[src/hdl/llapi_pkg.sv]
//==============================
// Shared definitions for the LLAPI input pipeline
// Widths, controller type codes, raw button indices, the serial mode
// enum and the structs passed between the three stages
// Imported by every RTL module of the pipeline
//==============================

package llapi_pkg;

	// ==============================
	// Widths and sizes
	// ==============================
	localparam int LLAPI_BUTTON_W = 32;
	localparam int LLAPI_TYPE_W   = 8;
	localparam int SNES_JOY_W     = 12;
	localparam int NUM_PLAYERS    = 5;

	// Controller type codes reported by the LLAPI engine
	localparam logic [LLAPI_TYPE_W-1:0] LLAPI_TYPE_NONE       = 8'd0;
	localparam logic [LLAPI_TYPE_W-1:0] LLAPI_TYPE_SATURN     = 8'd3;
	localparam logic [LLAPI_TYPE_W-1:0] LLAPI_TYPE_SATURN_ALT = 8'd8;
	localparam logic [LLAPI_TYPE_W-1:0] LLAPI_TYPE_INVALID    = 8'hff;

	// Raw button indices, HID usage minus one
	localparam int BTN_B      = 0;
	localparam int BTN_A      = 1;
	localparam int BTN_Y      = 2;
	localparam int BTN_X      = 3;
	localparam int BTN_SELECT = 4;
	localparam int BTN_START  = 5;
	// On a Saturn pad BTN_L is the Z button
	localparam int BTN_L      = 6;
	localparam int BTN_R      = 7;
	localparam int BTN_LT     = 8;
	localparam int BTN_RT     = 9;
	localparam int BTN_RIGHT  = 24;
	localparam int BTN_LEFT   = 25;
	localparam int BTN_DOWN   = 26;
	localparam int BTN_UP     = 27;

	// User port serial modes from the menu
	typedef enum logic [1:0] {
		SERIAL_OFF       = 2'd0,
		SERIAL_SNAC_SNES = 2'd1,
		SERIAL_SNAC_GB   = 2'd2,
		SERIAL_LLAPI     = 2'd3
	} serial_mode_e;

	// ==============================
	// Pipeline structs
	// ==============================
	typedef struct packed {
		logic [LLAPI_BUTTON_W-1:0] buttons;
		logic [LLAPI_TYPE_W-1:0]   ctrl_type;
		logic                      en;
	} llapi_pad_t;

	typedef struct packed {
		logic start;
		logic select;
		logic r;
		logic l;
		logic y;
		logic x;
		logic b;
		logic a;
		logic d_up;
		logic d_down;
		logic d_left;
		logic d_right;
	} snes_joy_t;

	typedef struct packed {
		logic [LLAPI_BUTTON_W-1:0] buttons;
		logic [LLAPI_TYPE_W-1:0]   ctrl_type;
		logic                      active;
	} presence_stage_t;

	typedef struct packed {
		snes_joy_t joy;
		logic      active;
		logic      osd_combo;
	} remap_stage_t;

	typedef snes_joy_t [NUM_PLAYERS-1:0] usb_joys_t;
	typedef snes_joy_t [NUM_PLAYERS-1:0] player_joys_t;

endpackage
[src/hdl/llapi_input_top.sv]
//==============================
// LLAPI input pipeline, top level
// Two pads go through presence and remap stages, then meet the USB
// joysticks in the slot assigner; latency is three clk_sys cycles
//==============================

module llapi_input_top
	import llapi_pkg::*;
(
	input  logic         clk_sys,
	input  logic         reset,
	input  llapi_pad_t   pad_a,
	input  llapi_pad_t   pad_b,
	input  usb_joys_t    usb_joys,
	input  serial_mode_e serial_mode,
	output player_joys_t players,
	output logic         menu_request
);

	presence_stage_t presence_a;
	presence_stage_t presence_b;
	remap_stage_t    remap_a;
	remap_stage_t    remap_b;

	// ==============================
	// Stage 1, presence
	// ==============================
	llapi_presence u_presence_a (
		.clk_sys     (clk_sys),
		.reset       (reset),
		.pad         (pad_a),
		.serial_mode (serial_mode),
		.stage_out   (presence_a)
	);

	llapi_presence u_presence_b (
		.clk_sys     (clk_sys),
		.reset       (reset),
		.pad         (pad_b),
		.serial_mode (serial_mode),
		.stage_out   (presence_b)
	);

	// ==============================
	// Stage 2, button remap
	// ==============================
	llapi_remap u_remap_a (
		.clk_sys   (clk_sys),
		.reset     (reset),
		.stage_in  (presence_a),
		.stage_out (remap_a)
	);

	llapi_remap u_remap_b (
		.clk_sys   (clk_sys),
		.reset     (reset),
		.stage_in  (presence_b),
		.stage_out (remap_b)
	);

	// Stage 3, player slots and menu combo
	player_slot_assign u_slot_assign (
		.clk_sys      (clk_sys),
		.reset        (reset),
		.pad_a        (remap_a),
		.pad_b        (remap_b),
		.usb_joys     (usb_joys),
		.players      (players),
		.menu_request (menu_request)
	);

endmodule

[src/hdl/player_slot_assign.sv]
//==============================
// Stage 3 of the LLAPI input pipeline
// Present LLAPI pads take the first player slots and the USB
// joysticks move up to the next free ones
// USB words are delayed two cycles to line up with the pad words
//==============================

module player_slot_assign
	import llapi_pkg::*;
(
	input  logic         clk_sys,
	input  logic         reset,
	input  remap_stage_t pad_a,
	input  remap_stage_t pad_b,
	input  usb_joys_t    usb_joys,
	output player_joys_t players,
	output logic         menu_request
);

	// USB delay line, matches stages 1 and 2
	usb_joys_t    usb_d1;
	usb_joys_t    usb_d2;
	player_joys_t slots_next;

	always_ff @(posedge clk_sys) begin
		if (reset) begin
			usb_d1 <= '0;
			usb_d2 <= '0;
		end else begin
			usb_d1 <= usb_joys;
			usb_d2 <= usb_d1;
		end
	end

	// ==============================
	// Slot selection
	// ==============================
	always_comb begin
		if (pad_a.active && pad_b.active) begin
			slots_next[0] = pad_a.joy;
			slots_next[1] = pad_b.joy;
			slots_next[2] = usb_d2[0];
			slots_next[3] = usb_d2[1];
			slots_next[4] = usb_d2[2];
		end else if (pad_a.active || pad_b.active) begin
			// USB 0 fills whichever LLAPI slot is empty
			slots_next[0] = pad_a.active ? pad_a.joy : usb_d2[0];
			slots_next[1] = pad_b.active ? pad_b.joy : usb_d2[0];
			slots_next[2] = usb_d2[1];
			slots_next[3] = usb_d2[2];
			slots_next[4] = usb_d2[3];
		end else begin
			slots_next = usb_d2;
		end
	end

	always_ff @(posedge clk_sys) begin
		if (reset) begin
			players      <= '0;
			menu_request <= 1'b0;
		end else begin
			players      <= slots_next;
			menu_request <= pad_a.osd_combo || pad_b.osd_combo;
		end
	end

endmodule

[src/hdl/llapi_remap.sv]
//==============================
// Stage 2 of the LLAPI input pipeline
// Maps one pad's raw buttons onto the 12-bit SNES joystick word
// Saturn pads use Z for select and the triggers for the shoulders
// Also flags the down + start + first button menu combo
//==============================

module llapi_remap
	import llapi_pkg::*;
(
	input  logic            clk_sys,
	input  logic            reset,
	input  presence_stage_t stage_in,
	output remap_stage_t    stage_out
);

	logic [LLAPI_BUTTON_W-1:0] btn;
	logic [SNES_JOY_W-1:0]     joy_next;
	logic                      saturn;
	logic                      combo;

	assign btn = stage_in.buttons;

	assign saturn = (stage_in.ctrl_type == LLAPI_TYPE_SATURN) ||
		(stage_in.ctrl_type == LLAPI_TYPE_SATURN_ALT);

	// Word order is start select r l y x b a up down left right
	always_comb begin
		if (saturn) begin
			// No select button on a Saturn pad, Z stands in
			joy_next = {
				btn[BTN_START], btn[BTN_L],
				btn[BTN_RT] | btn[BTN_R], btn[BTN_LT],
				btn[BTN_Y], btn[BTN_X], btn[BTN_B], btn[BTN_A],
				btn[BTN_UP], btn[BTN_DOWN], btn[BTN_LEFT], btn[BTN_RIGHT]
			};
		end else begin
			joy_next = {
				btn[BTN_START], btn[BTN_SELECT],
				btn[BTN_R], btn[BTN_L],
				btn[BTN_Y], btn[BTN_X], btn[BTN_B], btn[BTN_A],
				btn[BTN_UP], btn[BTN_DOWN], btn[BTN_LEFT], btn[BTN_RIGHT]
			};
		end
	end

	// Menu combo is taken from any pad, present or not
	assign combo = btn[BTN_DOWN] && btn[BTN_START] && btn[BTN_B];

	always_ff @(posedge clk_sys) begin
		if (reset) begin
			stage_out <= '0;
		end else begin
			stage_out.joy       <= snes_joy_t'(joy_next);
			stage_out.active    <= stage_in.active;
			stage_out.osd_combo <= combo;
		end
	end

endmodule

[src/hdl/llapi_presence.sv]
//==============================
// Stage 1 of the LLAPI input pipeline
// Samples one pad and decides whether a controller is really there
// A type of 0 or 255 only counts once a button has been seen
//==============================

module llapi_presence
	import llapi_pkg::*;
(
	input  logic            clk_sys,
	input  logic            reset,
	input  llapi_pad_t      pad,
	input  serial_mode_e    serial_mode,
	output presence_stage_t stage_out
);

	// Sticky flag, set by any button and kept until reset
	logic pressed;

	logic any_button;
	logic type_known;
	logic llapi_selected;
	logic active_next;

	// ==============================
	// Presence decision
	// ==============================
	assign any_button = |pad.buttons;

	// Type 0 is an Atari pad or nothing, 255 is a bad read
	assign type_known = (pad.ctrl_type != LLAPI_TYPE_NONE) &&
		(pad.ctrl_type != LLAPI_TYPE_INVALID);

	assign llapi_selected = (serial_mode == SERIAL_LLAPI);

	// Uses the flag as it was before this edge
	assign active_next = pad.en && llapi_selected && (type_known || pressed);

	always_ff @(posedge clk_sys) begin
		if (reset) begin
			pressed <= 1'b0;
		end else if (any_button) begin
			pressed <= 1'b1;
		end
	end

	// ==============================
	// Stage register
	// ==============================
	always_ff @(posedge clk_sys) begin
		if (reset) begin
			stage_out <= '0;
		end else begin
			stage_out.buttons   <= pad.buttons;
			stage_out.ctrl_type <= pad.ctrl_type;
			stage_out.active    <= active_next;
		end
	end

endmodule

[config.mk]
export PLATFORM = sky130hd
export DESIGN_NAME = llapi_input_top
export DESIGN_NICKNAME = d
export VERILOG_FILES = /design/src/hdl/llapi_pkg.sv /design/src/hdl/llapi_input_top.sv /design/src/hdl/player_slot_assign.sv /design/src/hdl/llapi_remap.sv /design/src/hdl/llapi_presence.sv
export SDC_FILE = /design/constraint.sdc
export NUM_CORES = 1
export LEC_CHECK = 0
export ABC_AREA = 1
export CORE_MARGIN = 8
export CORE_UTILIZATION = 45
export DETAILED_ROUTE_END_ITERATION = 12
export DONT_BUFFER_PORTS = 1
export GPL_TIMING_DRIVEN = 0
export PLACE_DENSITY_LB_ADDON = 0.25
export RECOVER_POWER = 100
export SLEW_MARGIN = 40
export SYNTH_ARGS = -nofsm -noshare
export SYNTH_HDL_FRONTEND = slang
export SYNTH_SLANG_ARGS = --single-unit
[constraint.sdc]
create_clock -name clk_sys -period 1.5 [get_ports clk_sys]
set_input_delay 0.15 -clock clk_sys [delete_from_list [all_inputs] [get_ports clk_sys]]
set_output_delay 0.15 -clock clk_sys [all_outputs]
set_load 0.05 [all_outputs]
==> results of run 1 <==
-- worst min-delay path, stage by stage --
cell and delay (ns):
nand2_1 0.04, nor2_1 0.08, nand2_1 0.05, o21ai_0 0.10
a21oi_1 0.07
-- metrics by stage --
stage               total power (W)  setup WS, ns  utilization  hold slack [ns]
finish                       0.0152         0.103        0.594           0.0137
global route                 0.0158       0.00818        0.594           0.0278
CTS                          0.0153        0.0761        0.595         0.000327
detailed placement          0.00826        0.0869        0.475            0.260
global placement            0.00825         0.105        0.475            0.261
floorplan                   0.00803         0.403            -            0.257
-- per-layer routing --
| metal | up-vias | routed length, microns | GRT usage | part of all wire |
|---|---|---|---|---|
| met4 | 0 | 765 | 0.0723 | 0.032 |
| met1 | 3181 | 11000 | 0.260 | 0.46 |
| li1 | 3624 | - | - | - |
| met2 | 254 | 10500 | 0.308 | 0.44 |
| met5 | - | 0 | 0 | 0 |
| met3 | 54 | 1720 | 0.0372 | 0.072 |
-- worst max path at each step --
stage	end	from	cells past startpoint	slack, ns
final	u_slot_assign.players[48]$_SDFF_PP0_	u_remap_a.stage_out[1]$_SDFF_PP0_	5	0.10
after global routing	u_slot_assign.players[25]$_SDFF_PP0_	u_remap_a.stage_out[1]$_SDFF_PP0_	7	0.008
after CTS	u_slot_assign.players[37]$_SDFF_PP0_	u_remap_a.stage_out[1]$_SDFF_PP0_	5	0.08
after detailed placement	u_slot_assign.players[37]$_SDFF_PP0_	u_remap_a.stage_out[1]$_SDFF_PP0_	5	0.09
after global placement	u_slot_assign.players[37]$_SDFF_PP0_	u_remap_a.stage_out[1]$_SDFF_PP0_	5	0.11
after floorplan	u_slot_assign.players[36]$_SDFF_PP0_	u_remap_a.stage_out[1]$_SDFF_PP0_	8	0.40
-- state kept, by name, indices dropped and copies added, names as in the netlist --
| register | count |
|---|---|
| u_presence_a.pressed | 1 |
| u_presence_a.stage_out | 23 |
| u_presence_b.pressed | 1 |
| u_presence_b.stage_out | 23 |
| u_remap_a.stage_out | 14 |
| u_remap_b.stage_out | 14 |
| u_slot_assign.menu_request | 1 |
| u_slot_assign.players | 60 |
| u_slot_assign.usb_d1 | 60 |
| u_slot_assign.usb_d2 | 60 |
-- power by group through the flow --
stage	Clock, W	Sequential [W]	Combinational, W
2_1_floorplan	0	0.00754	0.000492
3_3_place_gp	0	0.00761	0.000637
3_5_place_dp	0	0.00761	0.000647
4_1_cts	0.00689	0.00746	0.000952
5_1_grt	0.00720	0.00748	0.00108
6_report	0.00678	0.00746	0.000957
-- timing repair --
action | CTS | global route
hold buffers | 140 | 0
resized for setup | 0 | 4
setup endpoints to repair | 0 | 4
hold endpoints to repair | 108 | 0
-- final cells by class --
| class | count | area share |
|---|---|---|
| multi-input combinational | 544 | 0.213 |
| buffer | 53 | 0.0246 |
| tap | 265 | 0.0288 |
| sequential | 257 | 0.447 |
| timing repair buffer | 140 | 0.122 |
| inverter | 261 | 0.0850 |
| clock buffer | 34 | 0.0643 |
| clock inverter | 12 | 0.0165 |
-- cells by family (layout without fill, tap and decap cells) --
| family | Yosys count | after routing | synth area share |
|---|---|---|---|
| AO/OA/AOI/OAI | 117 | 117 | 0.0795 |
| buffers and inverters | 314 | 500 | 0.145 |
| flip-flops | 257 | 257 | 0.580 |
| AND/OR/NAND/NOR | 427 | 427 | 0.196 |
-- cells in the final DEF, fill, tap and decap left out --
cell type / count
a21oi_1: 8
and2_0: 2
buf_12: 3
buf_2: 11
buf_4: 1
buf_6: 2
bufinv_16: 4
clkbuf_1: 35
clkbuf_16: 26
clkbuf_2: 3
clkbuf_8: 6
clkinv_2: 4
clkinv_4: 2
clkinv_8: 2
dfxtp_1: 257
dlygate4sd3_1: 140
inv_1: 260
inv_2: 1
nand2_1: 64
nand2_2: 20
nand3_1: 44
nand4_1: 2
nor2_1: 290
nor2_2: 2
nor2_8: 1
nor4_1: 2
o211ai_1: 48
o21ai_0: 43
o21ai_1: 18
==> metrics.txt, run 1 <==
DRC 0; worst slew pin tran 0.897 ns; via count of the first global-routing pass 7310; GRT Util Overall 0.195; most frequent cell after synthesis nor2_1; # IOs 207; CP cell instances buf_4, nand2_2, clkbuf_1, o211ai_1, inv_1; RSZ-0062 raised after global routing false; Worst Path Buf+Inv 3; Worst-path clk slew 0.06 ns; DRT iter0 DRCs 450; setup bufs post-CTS 0; cell count after placement 1380; Worst Setup Start Kind flop; min Tclk post-route 1.40 ns; Max Buffers Root-to-Sink 3; pwr dens 1320 nW/um^2; switching power 0.00343 W; Final nets 1429; Critical Path RT 1.90 ns; CP endpoint kind flop; Post-DP Area 9210 sq um; combinational share of power 0.063; P&R area growth vs syn 29.8%; Seq/Total Area, Yosys 0.580; Hold Path End u_presence_b.stage_out[0]$_SDFF_PP0_; Slew headroom 0.402; crit-path max FO 10; fin crit share 0.931; Final GP Congestion 0.891; remaining antenna violation count 0; max incr delay on CP 0.31 ns; # diodes 0; number of synthesized flops with an enable pin 0; setup violators final 0; Netlist cell types 21; Final Hold Fails 0; Yosys reg bits 257; Cells after Synth 1115; Core Footprint 19400 sq um; Slew Limit Fails 0; Mapped Avg Cell Area 7.96 sq um; final non-filler cell total 1566; first-pass GRT wire length 37.3 mm; layout cells sized above 1 0.0676; asr flop ratio synth 0; largest net degree at the start of global routing 15; max_cap viols 0; die area 24500 sq um; Main synth FF type dfxtp_1; FF-to-FF End u_slot_assign.players[48]$_SDFF_PP0_; row cnt 51; switching power share of the total 0.226; Flop pwr share 0.491; Clk pwr share 0.446; fin area 11500 sq um; Hold Crit Depth 5; Worst-Skew Late Latency 0.53 ns; Via-to-Cell Ratio 4.54; Setup CP Type reg2reg; Clock H-tree levels 1; Max VDD drop 663 uV; CTS tree done; Synth top area share 0.580; first drt pass iteration count 5; R2R depth 5; Min-Delay Startpoint pad_b[3]; DR WL/cell 15.3 microns; Post-DP HPWL 17.1 mm; outcome finished clean; reg-to-reg startpoint u_remap_a.stage_out[1]$_SDFF_PP0_; Synth area leader dfxtp_1; synthesized area 8880 sq um; top cells by count, synth 292 x nor2_1, 258 x inv_1, 257 x dfxtp_1; Post-Route WL 24.0 mm; leak pwr 5.65 nW; CP delay by family, top buffers and inverters; GRT Residual Overflow 0; Achievable Freq 0.716 GHz; routed via count 7113; Num CTS Buffers 26; Initial Util 0.458; Fill cells 1746; Synthesized Nets 1261; initial antenna violation count 0; Ys Warns 0; Reg area 5140 sq um; R2R Setup Slk 0.10 ns; Sink Count 257; hold crit path type in2reg; Arr. time, crit path 1.80 ns; Slowest cell on crit path dfxtp_1; Clock Skew 0.00983 ns; Root Buffer clkbuf_16; multi-input logic area 2450 sq um; TNS Setup 0 ns; top post-synthesis cells by area dfxtp_1 58%, nor2_1 12%, inv_1 11%; port bufs 0; chip width 156 microns; Pint 0.0118 W; die height 156 microns
Power figures use the tool's default switching activity.
==> inputs of run 2 (changes only) <==
==> constraint.sdc (replaced) <==
create_clock -name clk_sys -period 1.65 [get_ports clk_sys]
set_input_delay 0.165 -clock clk_sys [delete_from_list [all_inputs] [get_ports clk_sys]]
set_output_delay 0.165 -clock clk_sys [all_outputs]
set_load 0.05 [all_outputs]
==> run 2 against run 1 <==
Effect of this change: clock skew is essentially flat; flip-flop and latch count did not move; count of clock-buffer cells in the layout is the same; clock power fell by 9.0%; sequential power decreased by 9.1%; first-iteration DRC count grew 5.1%; die area stayed put; worst hold slack gained 0.0035 ns.
==> metrics.txt, run 2 (synthesis results as in run 1) <==
CTS tree done; crit-path max FO 10; # diodes 0; final setup margin 0.157 ns; Setup CP Type reg2reg; Clock Skew 0.00981 ns; R2R depth 6; Max Buffers Root-to-Sink 3; max_cap viols 0; Slew headroom 0.412; Resized cells post-CTS 0; DP Worst Slack 0.237 ns; FF-to-FF End u_slot_assign.players[41]$_SDFF_PP0_; CP endpoint kind flop; first-pass GRT wire length 37.3 mm; die height 156 microns; Final GP Congestion 0.891; layout cells sized above 1 0.0624; Hold Crit Depth 5; DR WL/cell 15.3 microns; Critical Path RT 2.05 ns; Final nets 1427; largest net degree at the start of global routing 15; first drt pass iteration count 5; Core Footprint 19400 sq um; Root Buffer clkbuf_16; setup violators final 0; Achievable Freq 0.670 GHz; Overall Power 0.0138 W; Fin Hold WS 0.0171 ns; Reg area 5140 sq um; most common cell after layout, fill and taps aside nor2_1; TNS Setup 0 ns; die area 24500 sq um; Final Hold Fails 0; Max VDD drop 599 uV; Post-DP HPWL 17.1 mm; leak pwr 5.63 nW; DRT iter0 DRCs 473; chip width 156 microns; Min-Delay Startpoint pad_b[7]; RSZ-0062 raised after global routing false; fin crit share 0.905; outcome finished clean; min Tclk post-route 1.49 ns; hold crit path type in2reg; Initial Util 0.458; GRT Residual Overflow 0; multi-input logic area 2440 sq um; P&R area growth vs syn 29.4%; Worst Setup Start Kind flop; Hold Path End u_presence_b.stage_out[0]$_SDFF_PP0_; Worst-path clk slew 0.06 ns; routed via count 7126; remaining antenna violation count 0; Arr. time, crit path 1.89 ns; Regs by FF count u_slot_assign.players x60, u_slot_assign.usb_d1 x60, u_slot_assign.usb_d2 x60; port bufs 0; worst slew pin tran 0.882 ns; Fill cells 1751; Sink Count 257; Num CTS Buffers 26; Worst-Skew Late Latency 0.52 ns; row cnt 51; GRT Util Overall 0.195; # IOs 207; DRC 0; Post-Route WL 23.9 mm; initial antenna violation count 0; via count of the first global-routing pass 7292; R2R Setup Slk 0.16 ns; Via-to-Cell Ratio 4.56; reg-to-reg startpoint u_remap_a.stage_out[1]$_SDFF_PP0_; Slew Limit Fails 0; pwr dens 1200 nW/um^2; Clock H-tree levels 1; most frequent cells in the layout 292 x nor2_1, 260 x inv_1, 257 x dfxtp_1
run 2: cell types whose count changed in the layout (fill, tap and decap cells not counted), sizes merged:
cell | previous run | this run
buf | 17 | 15
clkbuf | 70 | 72
dlygate4sd3 | 140 | 138
run 2: worst max-delay path by stage:
stage / from / to / slack [ns] / depth (start not counted)
global route: u_remap_a.stage_out[1]$_SDFF_PP0_ / u_slot_assign.players[41]$_SDFF_PP0_ / 0.05 / 6
floorplan: u_remap_a.stage_out[1]$_SDFF_PP0_ / u_slot_assign.players[36]$_SDFF_PP0_ / 0.55 / 8
global placement: u_remap_a.stage_out[1]$_SDFF_PP0_ / u_slot_assign.players[37]$_SDFF_PP0_ / 0.26 / 5
finish: u_remap_a.stage_out[1]$_SDFF_PP0_ / u_slot_assign.players[41]$_SDFF_PP0_ / 0.16 / 6
CTS: u_remap_a.stage_out[1]$_SDFF_PP0_ / u_slot_assign.players[37]$_SDFF_PP0_ / 0.23 / 5
detailed placement: u_remap_a.stage_out[1]$_SDFF_PP0_ / u_slot_assign.players[37]$_SDFF_PP0_ / 0.24 / 5
run 2: worst max-delay path, stage by stage (launching register included):
cell and delay [ns]:
dfxtp_1 0.30, buf_4 0.17, nand2_2 0.16, clkbuf_1 0.35, nand3_1 0.14, o211ai_1 0.18, inv_1 0.07
run 2: power breakdown:
group | switching, W | total, W | leakage (nW) | internal (W)
Clock | 0.00237 | 0.00617 | 0.460 | 0.00380
Sequential | 0.000302 | 0.00678 | 2.12 | 0.00648
Combinational | 0.000449 | 0.000862 | 3.05 | 0.000413
run 2: layout make-up:
class / count / area share
flip-flops and latches: 257 / 0.448
repair buffers: 138 / 0.120
plain buffers: 53 / 0.0242
inverters: 261 / 0.0853
multi-input cells: 544 / 0.213
clock buffers: 34 / 0.0645
well taps: 265 / 0.0289
clock inverters: 12 / 0.0166
run 2: routing by layer:
metal | GRT usage | vias up | wire, microns
met5 | 0 | - | 0
met4 | 0.0719 | 0 | 790
met3 | 0.0370 | 59 | 1860
met2 | 0.307 | 287 | 10500
met1 | 0.260 | 3168 | 10800
li1 | - | 3612 | -
run 2: repair_timing:
action                                 4_1_cts  5_1_grt
hold buffers                               138        0
endpoints found under the hold margin      108        0
buffers inserted                             0        0
run 2: per-stage QoR:
stage / instance area, sq um / utilization / cells
global route: 11500 / 0.592 / 1564
global placement: 9210 / 0.475 / 1380
floorplan: 8880 / - / 1115
CTS: 11500 / 0.594 / 1564
detailed placement: 9210 / 0.475 / 1380
finish: 11500 / 0.592 / 1564
